$ cat config.mk
export PLATFORM = sky130hd
export DESIGN_NAME = trigger_top
export DESIGN_NICKNAME = d
export VERILOG_FILES = /design/src/verilog/trigger_pkg.sv /design/src/verilog/trigger_top.sv /design/src/verilog/trigger_processor.sv /design/src/verilog/channel_acq_controller.sv /design/src/verilog/ttc_trigger_receiver.sv /design/src/verilog/trigger_fifo.sv
export SDC_FILE = /design/constraint.sdc
export NUM_CORES = 2
export LEC_CHECK = 0
export ABC_AREA = 1
export BUFFER_PORTS_ARGS = -buffer_cell sky130_fd_sc_hd__buf_2
export CAP_MARGIN = 10
export CORE_MARGIN = 2
export CORE_UTILIZATION = 40
export CTS_CLUSTER_DIAMETER = 200
export DETAILED_ROUTE_END_ITERATION = 8
export GPL_TIMING_DRIVEN = 0
export PLACE_DENSITY = 0.57
export SYNTH_ARGS = -nofsm -noshare
export SYNTH_HDL_FRONTEND = slang
export SYNTH_SLANG_ARGS = --single-unit
export TNS_END_PERCENT = 50
$ cat constraint.sdc
create_clock -name ttc_clk -period 13.99 [get_ports ttc_clk]
set_input_delay 2.798 -clock ttc_clk [delete_from_list [all_inputs] [get_ports ttc_clk]]
set_output_delay 2.798 -clock ttc_clk [all_outputs]
set_load 0.01 [all_outputs]
$ cat src/verilog/trigger_pkg.sv
// trigger manager shared types
`default_nettype none

package trigger_pkg;

    // --------------------
    // widths
    // --------------------
    localparam int CHAN_NUM    = 5;   // digitizer channels
    localparam int TRIG_NUM_W  = 24;
    localparam int TIMESTAMP_W = 44;
    localparam int DELAY_W     = 32;

    typedef logic [CHAN_NUM-1:0]    chan_mask_t;  // one bit per channel
    typedef logic [TRIG_NUM_W-1:0]  trig_num_t;   // first trigger is 1
    typedef logic [TIMESTAMP_W-1:0] timestamp_t;  // free-running ttc_clk count
    typedef logic [DELAY_W-1:0]     delay_t;      // in ttc_clk cycles

    // trigger type from the TTC decoder
    typedef enum logic [2:0] {
        TRIG_MUON_FILL     = 3'b001,
        TRIG_LASER         = 3'b010,
        TRIG_PEDESTAL      = 3'b011,
        TRIG_ASYNC_READOUT = 3'b111  // remaining codes reserved
    } trig_type_t;

    // --------------------
    // fifo payloads
    // --------------------

    // trigger fifo entry and readout descriptor, 95 bits
    typedef struct packed {
        timestamp_t timestamp;  // cycle count at the sampling edge
        trig_num_t  trig_num;   // global, counts dropped triggers too
        trig_num_t  event_num;  // accepted triggers only
        trig_type_t trig_type;
    } trig_info_t;

    // acquisition fifo entry, 32 bits
    typedef struct packed {
        trig_num_t  event_num;
        trig_type_t trig_type;
        chan_mask_t chan_mask;  // channels enabled for this event
    } acq_event_t;

endpackage

`default_nettype wire
$ cat src/verilog/trigger_top.sv
// trigger manager top level
`timescale 1ns/1ps
`default_nettype none

module trigger_top #(
    parameter int FIFO_DEPTH = 16  // both fifos, power of two
) (
    input  wire                      ttc_clk,          // TTC clock, only domain
    input  wire                      rst,
    input  wire                      rst_trigger_num,

    // trigger configuration
    input  wire                      ttc_trigger,
    input  wire trigger_pkg::trig_type_t trig_type,
    input  wire trigger_pkg::chan_mask_t chan_en,
    input  wire trigger_pkg::delay_t trig_delay,

    // channels
    input  wire trigger_pkg::chan_mask_t chan_dones,
    output trigger_pkg::chan_mask_t  chan_enable,
    output trigger_pkg::chan_mask_t  chan_trig,

    // command manager
    input  wire                      readout_ready,
    input  wire                      readout_done,
    output logic                     initiate_readout,
    output logic                     send_empty_event,
    output trigger_pkg::trig_info_t  readout_info,

    // status and errors
    output trigger_pkg::trig_num_t   trig_num,
    output logic                     trig_fifo_full,   // almost full
    output logic                     acq_fifo_full,    // almost full
    output logic                     error_trig_rate,
    output logic                     error_trig_num,
    output logic                     error_trig_type
);

    import trigger_pkg::*;

    // --------------------
    // wires
    // --------------------
    logic       acq_ready;        // receiver <-> controller
    logic       acq_trigger;
    acq_event_t acq_event;

    logic       trig_wr_valid;    // trigger fifo
    logic       trig_wr_ready;
    trig_info_t trig_wr_data;
    logic       trig_rd_valid;
    logic       trig_rd_ready;
    trig_info_t trig_rd_data;

    logic       acq_wr_valid;     // acquisition fifo
    logic       acq_wr_ready;
    acq_event_t acq_wr_data;
    logic       acq_rd_valid;
    logic       acq_rd_ready;
    acq_event_t acq_rd_data;

    // --------------------
    // instances
    // --------------------
    ttc_trigger_receiver ttc_trigger_receiver (
        .ttc_clk         (ttc_clk),
        .rst             (rst),
        .rst_trigger_num (rst_trigger_num),
        .ttc_trigger     (ttc_trigger),
        .trig_type       (trig_type),
        .chan_en         (chan_en),
        .acq_ready       (acq_ready),
        .acq_trigger     (acq_trigger),
        .acq_event       (acq_event),
        .fifo_ready      (trig_wr_ready),
        .fifo_valid      (trig_wr_valid),
        .fifo_data       (trig_wr_data),
        .trig_num        (trig_num),
        .error_trig_rate (error_trig_rate)
    );

    // timestamps, numbers and type of accepted triggers
    trigger_fifo #(
        .payload_t (trig_info_t),
        .DEPTH     (FIFO_DEPTH)
    ) ttc_trigger_fifo (
        .ttc_clk     (ttc_clk),
        .rst         (rst),
        .wr_valid    (trig_wr_valid),
        .wr_data     (trig_wr_data),
        .wr_ready    (trig_wr_ready),
        .rd_valid    (trig_rd_valid),
        .rd_ready    (trig_rd_ready),
        .rd_data     (trig_rd_data),
        .almost_full (trig_fifo_full)
    );

    channel_acq_controller channel_acq_controller (
        .ttc_clk     (ttc_clk),
        .rst         (rst),
        .trig_delay  (trig_delay),
        .acq_trigger (acq_trigger),
        .acq_event   (acq_event),
        .acq_ready   (acq_ready),
        .chan_dones  (chan_dones),
        .chan_enable (chan_enable),
        .chan_trig   (chan_trig),
        .fifo_ready  (acq_wr_ready),
        .fifo_valid  (acq_wr_valid),
        .fifo_data   (acq_wr_data)
    );

    // completed acquisitions
    trigger_fifo #(
        .payload_t (acq_event_t),
        .DEPTH     (FIFO_DEPTH)
    ) acq_event_fifo (
        .ttc_clk     (ttc_clk),
        .rst         (rst),
        .wr_valid    (acq_wr_valid),
        .wr_data     (acq_wr_data),
        .wr_ready    (acq_wr_ready),
        .rd_valid    (acq_rd_valid),
        .rd_ready    (acq_rd_ready),
        .rd_data     (acq_rd_data),
        .almost_full (acq_fifo_full)
    );

    trigger_processor trigger_processor (
        .ttc_clk          (ttc_clk),
        .rst              (rst),
        .trig_valid       (trig_rd_valid),
        .trig_data        (trig_rd_data),
        .trig_rd          (trig_rd_ready),
        .acq_valid        (acq_rd_valid),
        .acq_data         (acq_rd_data),
        .acq_rd           (acq_rd_ready),
        .readout_ready    (readout_ready),
        .readout_done     (readout_done),
        .initiate_readout (initiate_readout),
        .send_empty_event (send_empty_event),
        .readout_info     (readout_info),
        .error_trig_num   (error_trig_num),
        .error_trig_type  (error_trig_type)
    );

endmodule

`default_nettype wire

$ cat src/verilog/trigger_processor.sv
// trigger processor
`timescale 1ns/1ps
`default_nettype none

module trigger_processor (
    input  wire                      ttc_clk,
    input  wire                      rst,

    // trigger fifo read side
    input  wire                      trig_valid,
    input  wire trigger_pkg::trig_info_t trig_data,
    output logic                     trig_rd,

    // acquisition fifo read side
    input  wire                      acq_valid,
    input  wire trigger_pkg::acq_event_t acq_data,
    output logic                     acq_rd,

    // command manager
    input  wire                      readout_ready,    // cm idle
    input  wire                      readout_done,     // one-cycle pulse
    output logic                     initiate_readout,
    output logic                     send_empty_event,
    output trigger_pkg::trig_info_t  readout_info,     // held until done

    // sticky mismatch flags
    output logic                     error_trig_num,
    output logic                     error_trig_type
);

    typedef enum logic [1:0] {
        ST_IDLE,
        ST_REQUEST,
        ST_WAIT_DONE
    } state_t;

    state_t state;
    logic   pop;      // both fifos read together
    logic   empty_q;  // event had no channels enabled

    assign pop     = (state == ST_IDLE) && trig_valid && acq_valid && readout_ready;
    assign trig_rd = pop;
    assign acq_rd  = pop;

    // request pulse, the cycle after the pop
    assign initiate_readout = (state == ST_REQUEST) && !empty_q;
    assign send_empty_event = (state == ST_REQUEST) && empty_q;

    // --------------------
    // readout FSM
    // --------------------
    always_ff @(posedge ttc_clk) begin
        if (rst) begin
            state <= ST_IDLE;
        end else begin
            case (state)
                ST_IDLE: begin
                    if (pop) state <= ST_REQUEST;
                end
                ST_REQUEST: begin
                    state <= ST_WAIT_DONE;  // request is a single cycle
                end
                ST_WAIT_DONE: begin
                    if (readout_done) state <= ST_IDLE;
                end
                default: state <= ST_IDLE;
            endcase
        end
    end

    // consistency of the pair
    always_ff @(posedge ttc_clk) begin
        if (rst) begin
            error_trig_num  <= 1'b0;
            error_trig_type <= 1'b0;
        end else if (pop) begin
            if (trig_data.event_num != acq_data.event_num) error_trig_num <= 1'b1;
            if (trig_data.trig_type != acq_data.trig_type) error_trig_type <= 1'b1;
        end
    end

    // descriptor, stable through the whole readout
    always_ff @(posedge ttc_clk) begin
        if (pop) begin
            readout_info <= trig_data;
            empty_q      <= (acq_data.chan_mask == '0);
        end
    end

endmodule

`default_nettype wire

$ cat src/verilog/channel_acq_controller.sv
// channel acquisition controller
`timescale 1ns/1ps
`default_nettype none

module channel_acq_controller (
    input  wire                      ttc_clk,
    input  wire                      rst,
    input  wire trigger_pkg::delay_t trig_delay,      // cycles before chan_trig

    // from trigger receiver
    input  wire                      acq_trigger,
    input  wire trigger_pkg::acq_event_t acq_event,
    output logic                     acq_ready,

    // channel side
    input  wire trigger_pkg::chan_mask_t chan_dones,
    output trigger_pkg::chan_mask_t  chan_enable,
    output trigger_pkg::chan_mask_t  chan_trig,       // one-cycle pulse

    // to acquisition fifo
    input  wire                      fifo_ready,
    output logic                     fifo_valid,
    output trigger_pkg::acq_event_t  fifo_data
);

    import trigger_pkg::*;

    typedef enum logic [1:0] {
        ST_IDLE,
        ST_DELAY,
        ST_WAIT_DONE,
        ST_LOG
    } state_t;

    state_t     state;
    delay_t     delay_cnt;  // cycles since acq_trigger
    acq_event_t event_q;    // event under acquisition
    logic       all_done;

    assign acq_ready  = (state == ST_IDLE) && fifo_ready;
    assign fifo_valid = (state == ST_LOG);
    assign fifo_data  = event_q;

    // disabled channels are ignored
    assign all_done = ((chan_dones & event_q.chan_mask) == event_q.chan_mask);

    // --------------------
    // control FSM
    // --------------------
    always_ff @(posedge ttc_clk) begin
        if (rst) begin
            state       <= ST_IDLE;
            delay_cnt   <= '0;
            chan_enable <= '0;
            chan_trig   <= '0;
        end else begin
            chan_trig <= '0;  // default, pulse lasts one cycle
            case (state)
                ST_IDLE: begin
                    if (acq_trigger) begin
                        chan_enable <= acq_event.chan_mask;
                        delay_cnt   <= delay_t'(1);
                        if (acq_event.chan_mask == '0) begin
                            state <= ST_LOG;  // empty event, nothing to fire
                        end else if (trig_delay == '0) begin
                            chan_trig <= acq_event.chan_mask;
                            state     <= ST_WAIT_DONE;
                        end else begin
                            state <= ST_DELAY;
                        end
                    end
                end
                ST_DELAY: begin
                    if (delay_cnt == trig_delay) begin
                        chan_trig <= chan_enable;  // enabled bits only
                        state     <= ST_WAIT_DONE;
                    end else begin
                        delay_cnt <= delay_cnt + 1'b1;
                    end
                end
                ST_WAIT_DONE: begin
                    if (all_done) state <= ST_LOG;
                end
                ST_LOG: begin
                    if (fifo_ready) begin
                        chan_enable <= '0;  // write done, release channels
                        state       <= ST_IDLE;
                    end
                end
                default: state <= ST_IDLE;
            endcase
        end
    end

    // event held for the log write
    always_ff @(posedge ttc_clk) begin
        if (state == ST_IDLE && acq_trigger) begin
            event_q <= acq_event;
        end
    end

endmodule

`default_nettype wire

$ cat src/verilog/ttc_trigger_receiver.sv
// TTC trigger receiver
`timescale 1ns/1ps
`default_nettype none

module ttc_trigger_receiver (
    input  wire                      ttc_clk,
    input  wire                      rst,
    input  wire                      rst_trigger_num,  // TTC channel B command

    // trigger input
    input  wire                      ttc_trigger,
    input  wire trigger_pkg::trig_type_t trig_type,
    input  wire trigger_pkg::chan_mask_t chan_en,

    // to acquisition controller
    input  wire                      acq_ready,
    output logic                     acq_trigger,      // one-cycle pulse
    output trigger_pkg::acq_event_t  acq_event,

    // to trigger fifo
    input  wire                      fifo_ready,
    output logic                     fifo_valid,
    output trigger_pkg::trig_info_t  fifo_data,

    // status
    output trigger_pkg::trig_num_t   trig_num,         // global trigger count
    output logic                     error_trig_rate   // sticky
);

    import trigger_pkg::*;

    timestamp_t timestamp;      // free running
    trig_num_t  event_num;      // accepted triggers
    trig_num_t  trig_num_nxt;
    trig_num_t  event_num_nxt;
    logic       trig_in;
    logic       accept;

    // a counter reset wins over a coincident trigger
    assign trig_in = ttc_trigger && !rst_trigger_num;

    // write still pending from the last cycle means no room downstream yet
    assign accept = trig_in && acq_ready && fifo_ready && !acq_trigger;

    assign trig_num_nxt  = trig_num + 1'b1;
    assign event_num_nxt = event_num + 1'b1;

    assign fifo_valid = acq_trigger;  // fifo write rides with the pulse

    // --------------------
    // counters
    // --------------------
    always_ff @(posedge ttc_clk) begin
        if (rst) begin
            timestamp <= '0;
        end else begin
            timestamp <= timestamp + 1'b1;
        end
    end

    always_ff @(posedge ttc_clk) begin
        if (rst || rst_trigger_num) begin
            trig_num  <= '0;  // next trigger gets 1
            event_num <= '0;
        end else if (trig_in) begin
            trig_num <= trig_num_nxt;  // dropped ones still count
            if (accept) event_num <= event_num_nxt;
        end
    end

    // --------------------
    // acceptance
    // --------------------
    always_ff @(posedge ttc_clk) begin
        if (rst) begin
            acq_trigger     <= 1'b0;
            error_trig_rate <= 1'b0;
        end else begin
            acq_trigger <= accept;
            if (trig_in && !accept) error_trig_rate <= 1'b1;  // downstream busy
        end
    end

    // payloads for both consumers
    always_ff @(posedge ttc_clk) begin
        if (accept) begin
            fifo_data.timestamp <= timestamp;
            fifo_data.trig_num  <= trig_num_nxt;
            fifo_data.event_num <= event_num_nxt;
            fifo_data.trig_type <= trig_type;
            acq_event.event_num <= event_num_nxt;
            acq_event.trig_type <= trig_type;
            acq_event.chan_mask <= chan_en;  // mask sampled with the trigger
        end
    end

endmodule

`default_nettype wire

$ cat src/verilog/trigger_fifo.sv
// synchronous fall-through fifo
`timescale 1ns/1ps
`default_nettype none

module trigger_fifo #(
    parameter type payload_t = logic [31:0],
    parameter int  DEPTH     = 16  // power of two, 4 or more
) (
    input  wire           ttc_clk,
    input  wire           rst,

    // write side
    input  wire           wr_valid,
    input  wire payload_t wr_data,
    output logic          wr_ready,     // low when full

    // read side
    output logic          rd_valid,
    input  wire           rd_ready,
    output payload_t      rd_data,      // valid with rd_valid

    output logic          almost_full   // one free slot or none
);

    localparam int            AW        = $clog2(DEPTH);
    localparam logic [AW:0]   FULL_CNT  = (AW+1)'(DEPTH);
    localparam logic [AW:0]   AFULL_CNT = (AW+1)'(DEPTH - 1);

    payload_t      mem [DEPTH];  // storage
    logic [AW-1:0] wr_ptr;
    logic [AW-1:0] rd_ptr;
    logic [AW:0]   count;        // occupancy
    logic          do_wr;
    logic          do_rd;

    assign do_wr = wr_valid && wr_ready;
    assign do_rd = rd_valid && rd_ready;

    assign wr_ready    = (count != FULL_CNT);
    assign rd_valid    = (count != '0);
    assign almost_full = (count >= AFULL_CNT);
    assign rd_data     = mem[rd_ptr];  // head of queue, no read latency

    always_ff @(posedge ttc_clk) begin
        if (do_wr) begin
            mem[wr_ptr] <= wr_data;
        end
    end

    // pointers wrap naturally on a power-of-two depth
    always_ff @(posedge ttc_clk) begin
        if (rst) begin
            wr_ptr <= '0;
            rd_ptr <= '0;
            count  <= '0;
        end else begin
            if (do_wr) wr_ptr <= wr_ptr + 1'b1;
            if (do_rd) rd_ptr <= rd_ptr + 1'b1;
            count <= count + (AW+1)'(do_wr) - (AW+1)'(do_rd);
        end
    end

endmodule

`default_nettype wire

# Word level (Yosys, flattened, before mapping)
# Memories as Yosys holds them, arrays and structs flattened. A register that Yosys moved wholly into a read port is not among the register bits.
# Index checks and enable logic that the tools add are counted.
dict set report word_totals {
  regBits 396
  ram_bits 2032
  inputBits 51
  output_inout_bits 136
  wordCells 132
  memories 2
}
# name depth width rd rd_clocked_by_memory_dff wr line
set mem_list {}
lappend mem_list {ttc_trigger_fifo.mem 16 95 1 1 1 trigger_fifo.sv:29} ;# payload_t mem [DEPTH];
lappend mem_list {acq_event_fifo.mem 16 32 1 1 1 trigger_fifo.sv:29}
dict set report classes {
  add_sub_neg 12
  order_cmp 2
  eq_ne 18
  muxes 29
  bitwise 1
  n_reduce_logical 37
}
# op count
set op_table {}
lappend op_table {{32-bit two-way mux} 2}
lappend op_table {{32-bit case mux with 2 select lines} 1}
lappend op_table {{24-bit by 1-bit adder with 24-bit output (second input constant)} 2}
lappend op_table {{44-bit by 1-bit adder with 44-bit output (second input constant)} 1}
lappend op_table {{32-bit by 1-bit adder with 32-bit output (second input constant)} 1}
lappend op_table {{32-bit equality test} 1}
lappend op_table {{32-bit logical NOT} 1}
lappend op_table {{5-bit two-way mux} 6}
lappend op_table {{24-bit != test} 1}
lappend op_table {{5-bit case mux with 2 select lines} 2}
lappend op_table {{4-bit by 1-bit adder with 4-bit output (second input constant)} 4}
lappend op_table {{1-bit logical AND} 16}
lappend op_table {{2-bit two-way mux} 8}
lappend op_table {{4-bit two-way mux} 4}
lappend op_table {{5-bit by 1-bit adder with 5-bit output} 2}
lappend op_table {{5-bit by 4-bit greater-or-equal comparator with 1-bit output (second input constant)} 2}
lappend op_table {{5-bit logical NOT} 2}
lappend op_table {{2-bit != test (second input constant)} 5}
lappend op_table {{5-bit != test (second input constant)} 2}
lappend op_table {{5-bit nonzero test} 2}
lappend op_table {{5-bit by 1-bit subtractor with 5-bit output} 2}
lappend op_table {{2-bit case mux with 4 select lines} 1}
lappend op_table {{2-bit AND reduction} 4}
lappend op_table {{2-bit equality test (second input constant)} 3}
lappend op_table {{other kinds (13)} 24}

# Depth between registers and ports, before layout
dict set report depth {
  ltp_word 7
  mapped_depth 19
  mapped_depth_nobuf 16
}

# Cells and area by module
# From an unflattened synthesis, not the netlist that was laid out.
dict set report unflattened {
  cells_unflattened 10395
  area_unflattened_um2 105752.7
}
# mod n_inst cells_per_inst area_each_um2 seq_area_each_um2
set modules_own_cells {}
lappend modules_own_cells {{trigger_fifo (ttc_trigger_fifo)} 1 6255 65759.3 45984.1}
lappend modules_own_cells {{trigger_fifo (acq_event_fifo)} 1 2202 22948.3 15715.1}
lappend modules_own_cells {ttc_trigger_receiver 1 1042 8869.8 4884.7}
lappend modules_own_cells {channel_acq_controller 1 644 4598.2 1841.8}
lappend modules_own_cells {trigger_processor 1 252 3577.2 2962.8}

# Least setup slack after synthesis
# OpenSTA, ideal clock, no wires.
dict set report synth_path {
  path_type {input port to flip-flop}
  start {input readout_ready}
  end {register trigger_processor.empty_q, enable pin}
  setup_ns 0.449
  t_arrival_ns 5.187
  required_ns 13.541
  slack_ns 8.354
  stages 4
  path_buffers 1
  path_cell_list {nor3b_1 > nand3_1 > clkbuf_1 > inv_1}
}
dict set report synth_between {
  elab_chain_cells 1
}
# item line
set synth_rtl {}
lappend synth_rtl {{from (decl)} trigger_top.sv:24} ;# input wire readout_ready,
lappend synth_rtl {{1-bit logical AND} trigger_processor.sv:41} ;# assign pop = (state == ST_IDLE) && trig_valid && acq_valid && readout_ready;
lappend synth_rtl {{net acq_event_fifo.rd_ready} trigger_fifo.sv:19} ;# input wire rd_ready,
lappend synth_rtl {{to (signal assigned)} trigger_processor.sv:86} ;# empty_q <= (acq_data.chan_mask == '0);
lappend synth_rtl {{to (decl)} trigger_processor.sv:39} ;# logic empty_q;
# The timed path passes the listed nets, and every way through them passes these cells.
# A chain may end at the register's enable or synchronous reset.

# Final worst setup path
dict set report layout_path {
  start {input ttc_trigger}
  end {register ttc_trigger_receiver.fifo_data[71] (netlist name), enable pin}
}
dict set report layout_between {
  elab_chain_cells 4
}
# item line
set layout_rtl {}
lappend layout_rtl {{from (decl)} trigger_top.sv:13} ;# input wire ttc_trigger,
lappend layout_rtl {{1-bit logical AND} ttc_trigger_receiver.sv:40} ;# assign trig_in = ttc_trigger && !rst_trigger_num;
lappend layout_rtl {{1-bit logical AND (3 in series)} ttc_trigger_receiver.sv:43} ;# assign accept = trig_in && acq_ready && fifo_ready && !acq_trigger;
lappend layout_rtl {{net ttc_trigger_receiver.accept} ttc_trigger_receiver.sv:37} ;# logic accept;
lappend layout_rtl {{to (decl)} ttc_trigger_receiver.sv:23} ;# output trigger_pkg::trig_info_t fifo_data,
# The timed path passes the listed nets, and every way through them passes these cells.

==> metrics <==
PortBufs=185; #FFs+latches synth=2,436; DRT iter0 DRCs=between 8,000 and 9,000; commonest non-fill, non-tap cell in the layout=edfxtp_1; CTS Buf Count=274; Avg Vias per Cell=~5.7; slowest CP cell=inv_6; DRC=0; Mapped Avg Cell Area=about 12 um2; Core Util, Final=46.7%; Routed Antenna Nets=0; Final Max Tran Viols=0; Synth cell types=53; row cnt=180; clock buffer depth=4; Top Ports=187; full die area=247,000 um2; Synth Net Count=7,957; Overflow after GRT=0; EDFF count, synth=2,260; warnings from Yosys=0; total global-route track usage=around 25%; global-route wire length before repair=~450,000 um; crit-path max FO=a little over 60; core box area=241,000 um2; highest-count cells in the layout ignoring fill and taps=edfxtp_1, nand2_1, nor2_1; worst skew pair latency=between 0.9 and 1 ns; Max-slew headroom=around 8%; TNS Setup=0 ns; DR WL/cell=27.0 um; Leak=slightly below 40 nW; Syn Inst Count=7,869; Multi-input gate area=22,300 um2; power density cells=approximately 180 nW/um2; HP Class=flop to flop; postcts setup bufs=0; clock network power share=34.0%; Power Internal=13.6 mW; CTS H-tree lvls=5; final setup fails=0; pre-CTS setup slack=8.22 ns; largest net degree at the start of global routing=62; via count=66,800; Crit path largest cell delay=0.71 ns; Final HPWL DP=213,000 um; combinational share of power=22.2%; Routed WL=319,000 um; initial antenna violation count=16; Post-CTS Hold Fix Bufs=0; clock tree from TritonCTS=yes; Nets=8,511; Syn-to-layout area delta=15.9%; Max rail drop VDD=0.104 mV; Clock Tree Root=clkbuf_16; switching share of power=32.7%; Top FF cell, synth=edfxtp_1; NetSw=6.59 mW; worst setup margin=approximately 9 ns; Tcrit/Tclk final=34.2%; RePlAce Congestion=0.887; RSZ-0062 raised after global routing=no; fmax=209 MHz; Reg2Reg Setup Slack=9.74 ns; Fin. Hold Viols=0; crit path launch type=input pin; asr flop ratio synth=0%; layout cell share with drive strength beyond 1=about a tenth; max_cap viols=0; vias in the first global route=63,600; sequential power share=43.8%; fin crit period=approximately 4.8 ns; Worst Skew=0.0829 ns; part of the Yosys area used for sequential elements=73.4%; Cell Chain, Critical Path=buf_2 -> inv_1 -> nor2_1 -> nand4_1 -> inv_6 -> buf_16; PostCTS Resize Cnt=0; FF/Latch Area=71,400 um2; DR pass1 iterations=6; outcome=finished, final reports clean; Syn Std Cell Area=97,200 um2; worst path required time=approximately 15 ns; CP endpoint kind=flop; Worst EP arrival=5.36 ns; die height=497 um; Clock Sinks=between 2,000 and 2,500; Layout fillers=between 20,000 and 25,000; starting density of the core=40.3%; Die W=497 um; Clk pin slew, worst setup/hold paths=0.06 ns; crit path kind=input pin to flop; Least-Margin Pin Slew=between 1 and 1.5 ns
==> final timing paths <==
kind | end | from | depth (start not counted)
hold / removal | ttc_trigger_receiver.timestamp[0]$_SDFF_PP0_ | ttc_trigger_receiver.timestamp[0]$_SDFF_PP0_ | 1
setup reg to reg | trigger_processor.error_trig_num$_SDFFE_PP0P_ | flop | 15
hold reg to reg | ttc_trigger_receiver.timestamp[0]$_SDFF_PP0_ | ttc_trigger_receiver.timestamp[0]$_SDFF_PP0_ | 1
setup / recovery | ttc_trigger_receiver.fifo_data[71]$_DFFE_PP_ | ttc_trigger | 6
==> kinds of logic (layout without fill, tap and decap cells) <==
logic type | Yosys count | count (layout) | share of synthesized area, %
AOI/OAI and AO/OA | 1357 | 1357 | 8.31
xor gates and xnor gates | 95 | 95 | 0.856
other | 0 | 8 | 0
DFF | 2436 | 2436 | 73.4
and+or+nand+nor | 3050 | 3050 | 13.1
buffers and inverters | 894 | 1629 | 3.86
adders and majority gates | 37 | 37 | 0.492
==> flip-flops by register name (all words and copies together), names as in the netlist, 5 cells and up, named ones only <==
name and flops:
ttc_trigger_fifo.mem 1520, acq_event_fifo.mem 512, trigger_processor.readout_info 95, ttc_trigger_receiver.fifo_data 68, ttc_trigger_receiver.timestamp 44, channel_acq_controller.delay_cnt 32
channel_acq_controller.fifo_data 32, ttc_trigger_receiver.acq_event 32, ttc_trigger_receiver.event_num 24, ttc_trigger_receiver.trig_num 24, acq_event_fifo.count 5, channel_acq_controller.chan_enable 5
channel_acq_controller.chan_trig 5, ttc_trigger_fifo.count 5
==> synthesized netlist by cell type, types with 54 or more instances <==
library cell	instances	share of area, %
o221ai_1	243	2.2
o211ai_1	91	0.70
xor2_1	68	0.61
nor2_1	1044	4.0
edfxtp_1	2260	70
buf_2	151	0.78
nand2_1	1273	4.9
o22ai_1	54	0.35
inv_1	430	1.7
nand3_1	535	2.8
a21oi_1	141	0.73
dfxtp_1	176	3.6
o21ai_0	790	4.1
clkbuf_1	236	0.91
==> cell type report <==
type | count | area share, %
Multi-Input combinational cell | 4539 | 19.8
Inverter | 440 | 1.48
Sequential cell | 2436 | 63.3
Clock inverter | 114 | 0.909
Clock buffer | 343 | 6.49
Timing Repair Buffer | 278 | 2.55
Antenna cell | 8 | 0.0178
Tap cell | 3185 | 3.54
Buffer | 454 | 1.86
==> metrics by stage <==
stage | cells | total power, mW | cell area, um2 | hold WS (ns)
floorplan | 7869 | 11.2 | 97200 | 0.408
global placement | 11200 | 13.3 | 102000 | 0.446
detailed placement | 11300 | 13.4 | 104000 | 0.449
CTS | 11800 | 20.2 | 113000 | 0.462
global route | 11800 | 20.9 | 113000 | 0.468
finish | 11800 | 20.2 | 113000 | 0.460
==> worst max-delay path: cells and delay by family <==
family | cells | cell delay, ns
buffers and inverters | 4 | 1.26
AND/OR/NAND/NOR | 2 | 1.13
==> metal layers <==
layer  GRT usage (%)  vias up  part of all wire (%)
met5               0        -                     0
met4            8.80        0                   3.5
met3            5.29      582                    10
met2            38.7     3622                    45
met1            35.1    33300                    41
li1                -    29300                     -
==> power groups by stage <==
stage               combinational (mW)  sequential, mW  clock (mW)
finish                            4.48            8.84        6.87
global route                      4.81            8.87        7.21
CTS                               4.44            8.83        6.93
detailed placement                4.42            8.98           0
global placement                  4.34            9.00           0
floorplan                         2.35            8.90           0
Power figures use the tool's default switching activity.
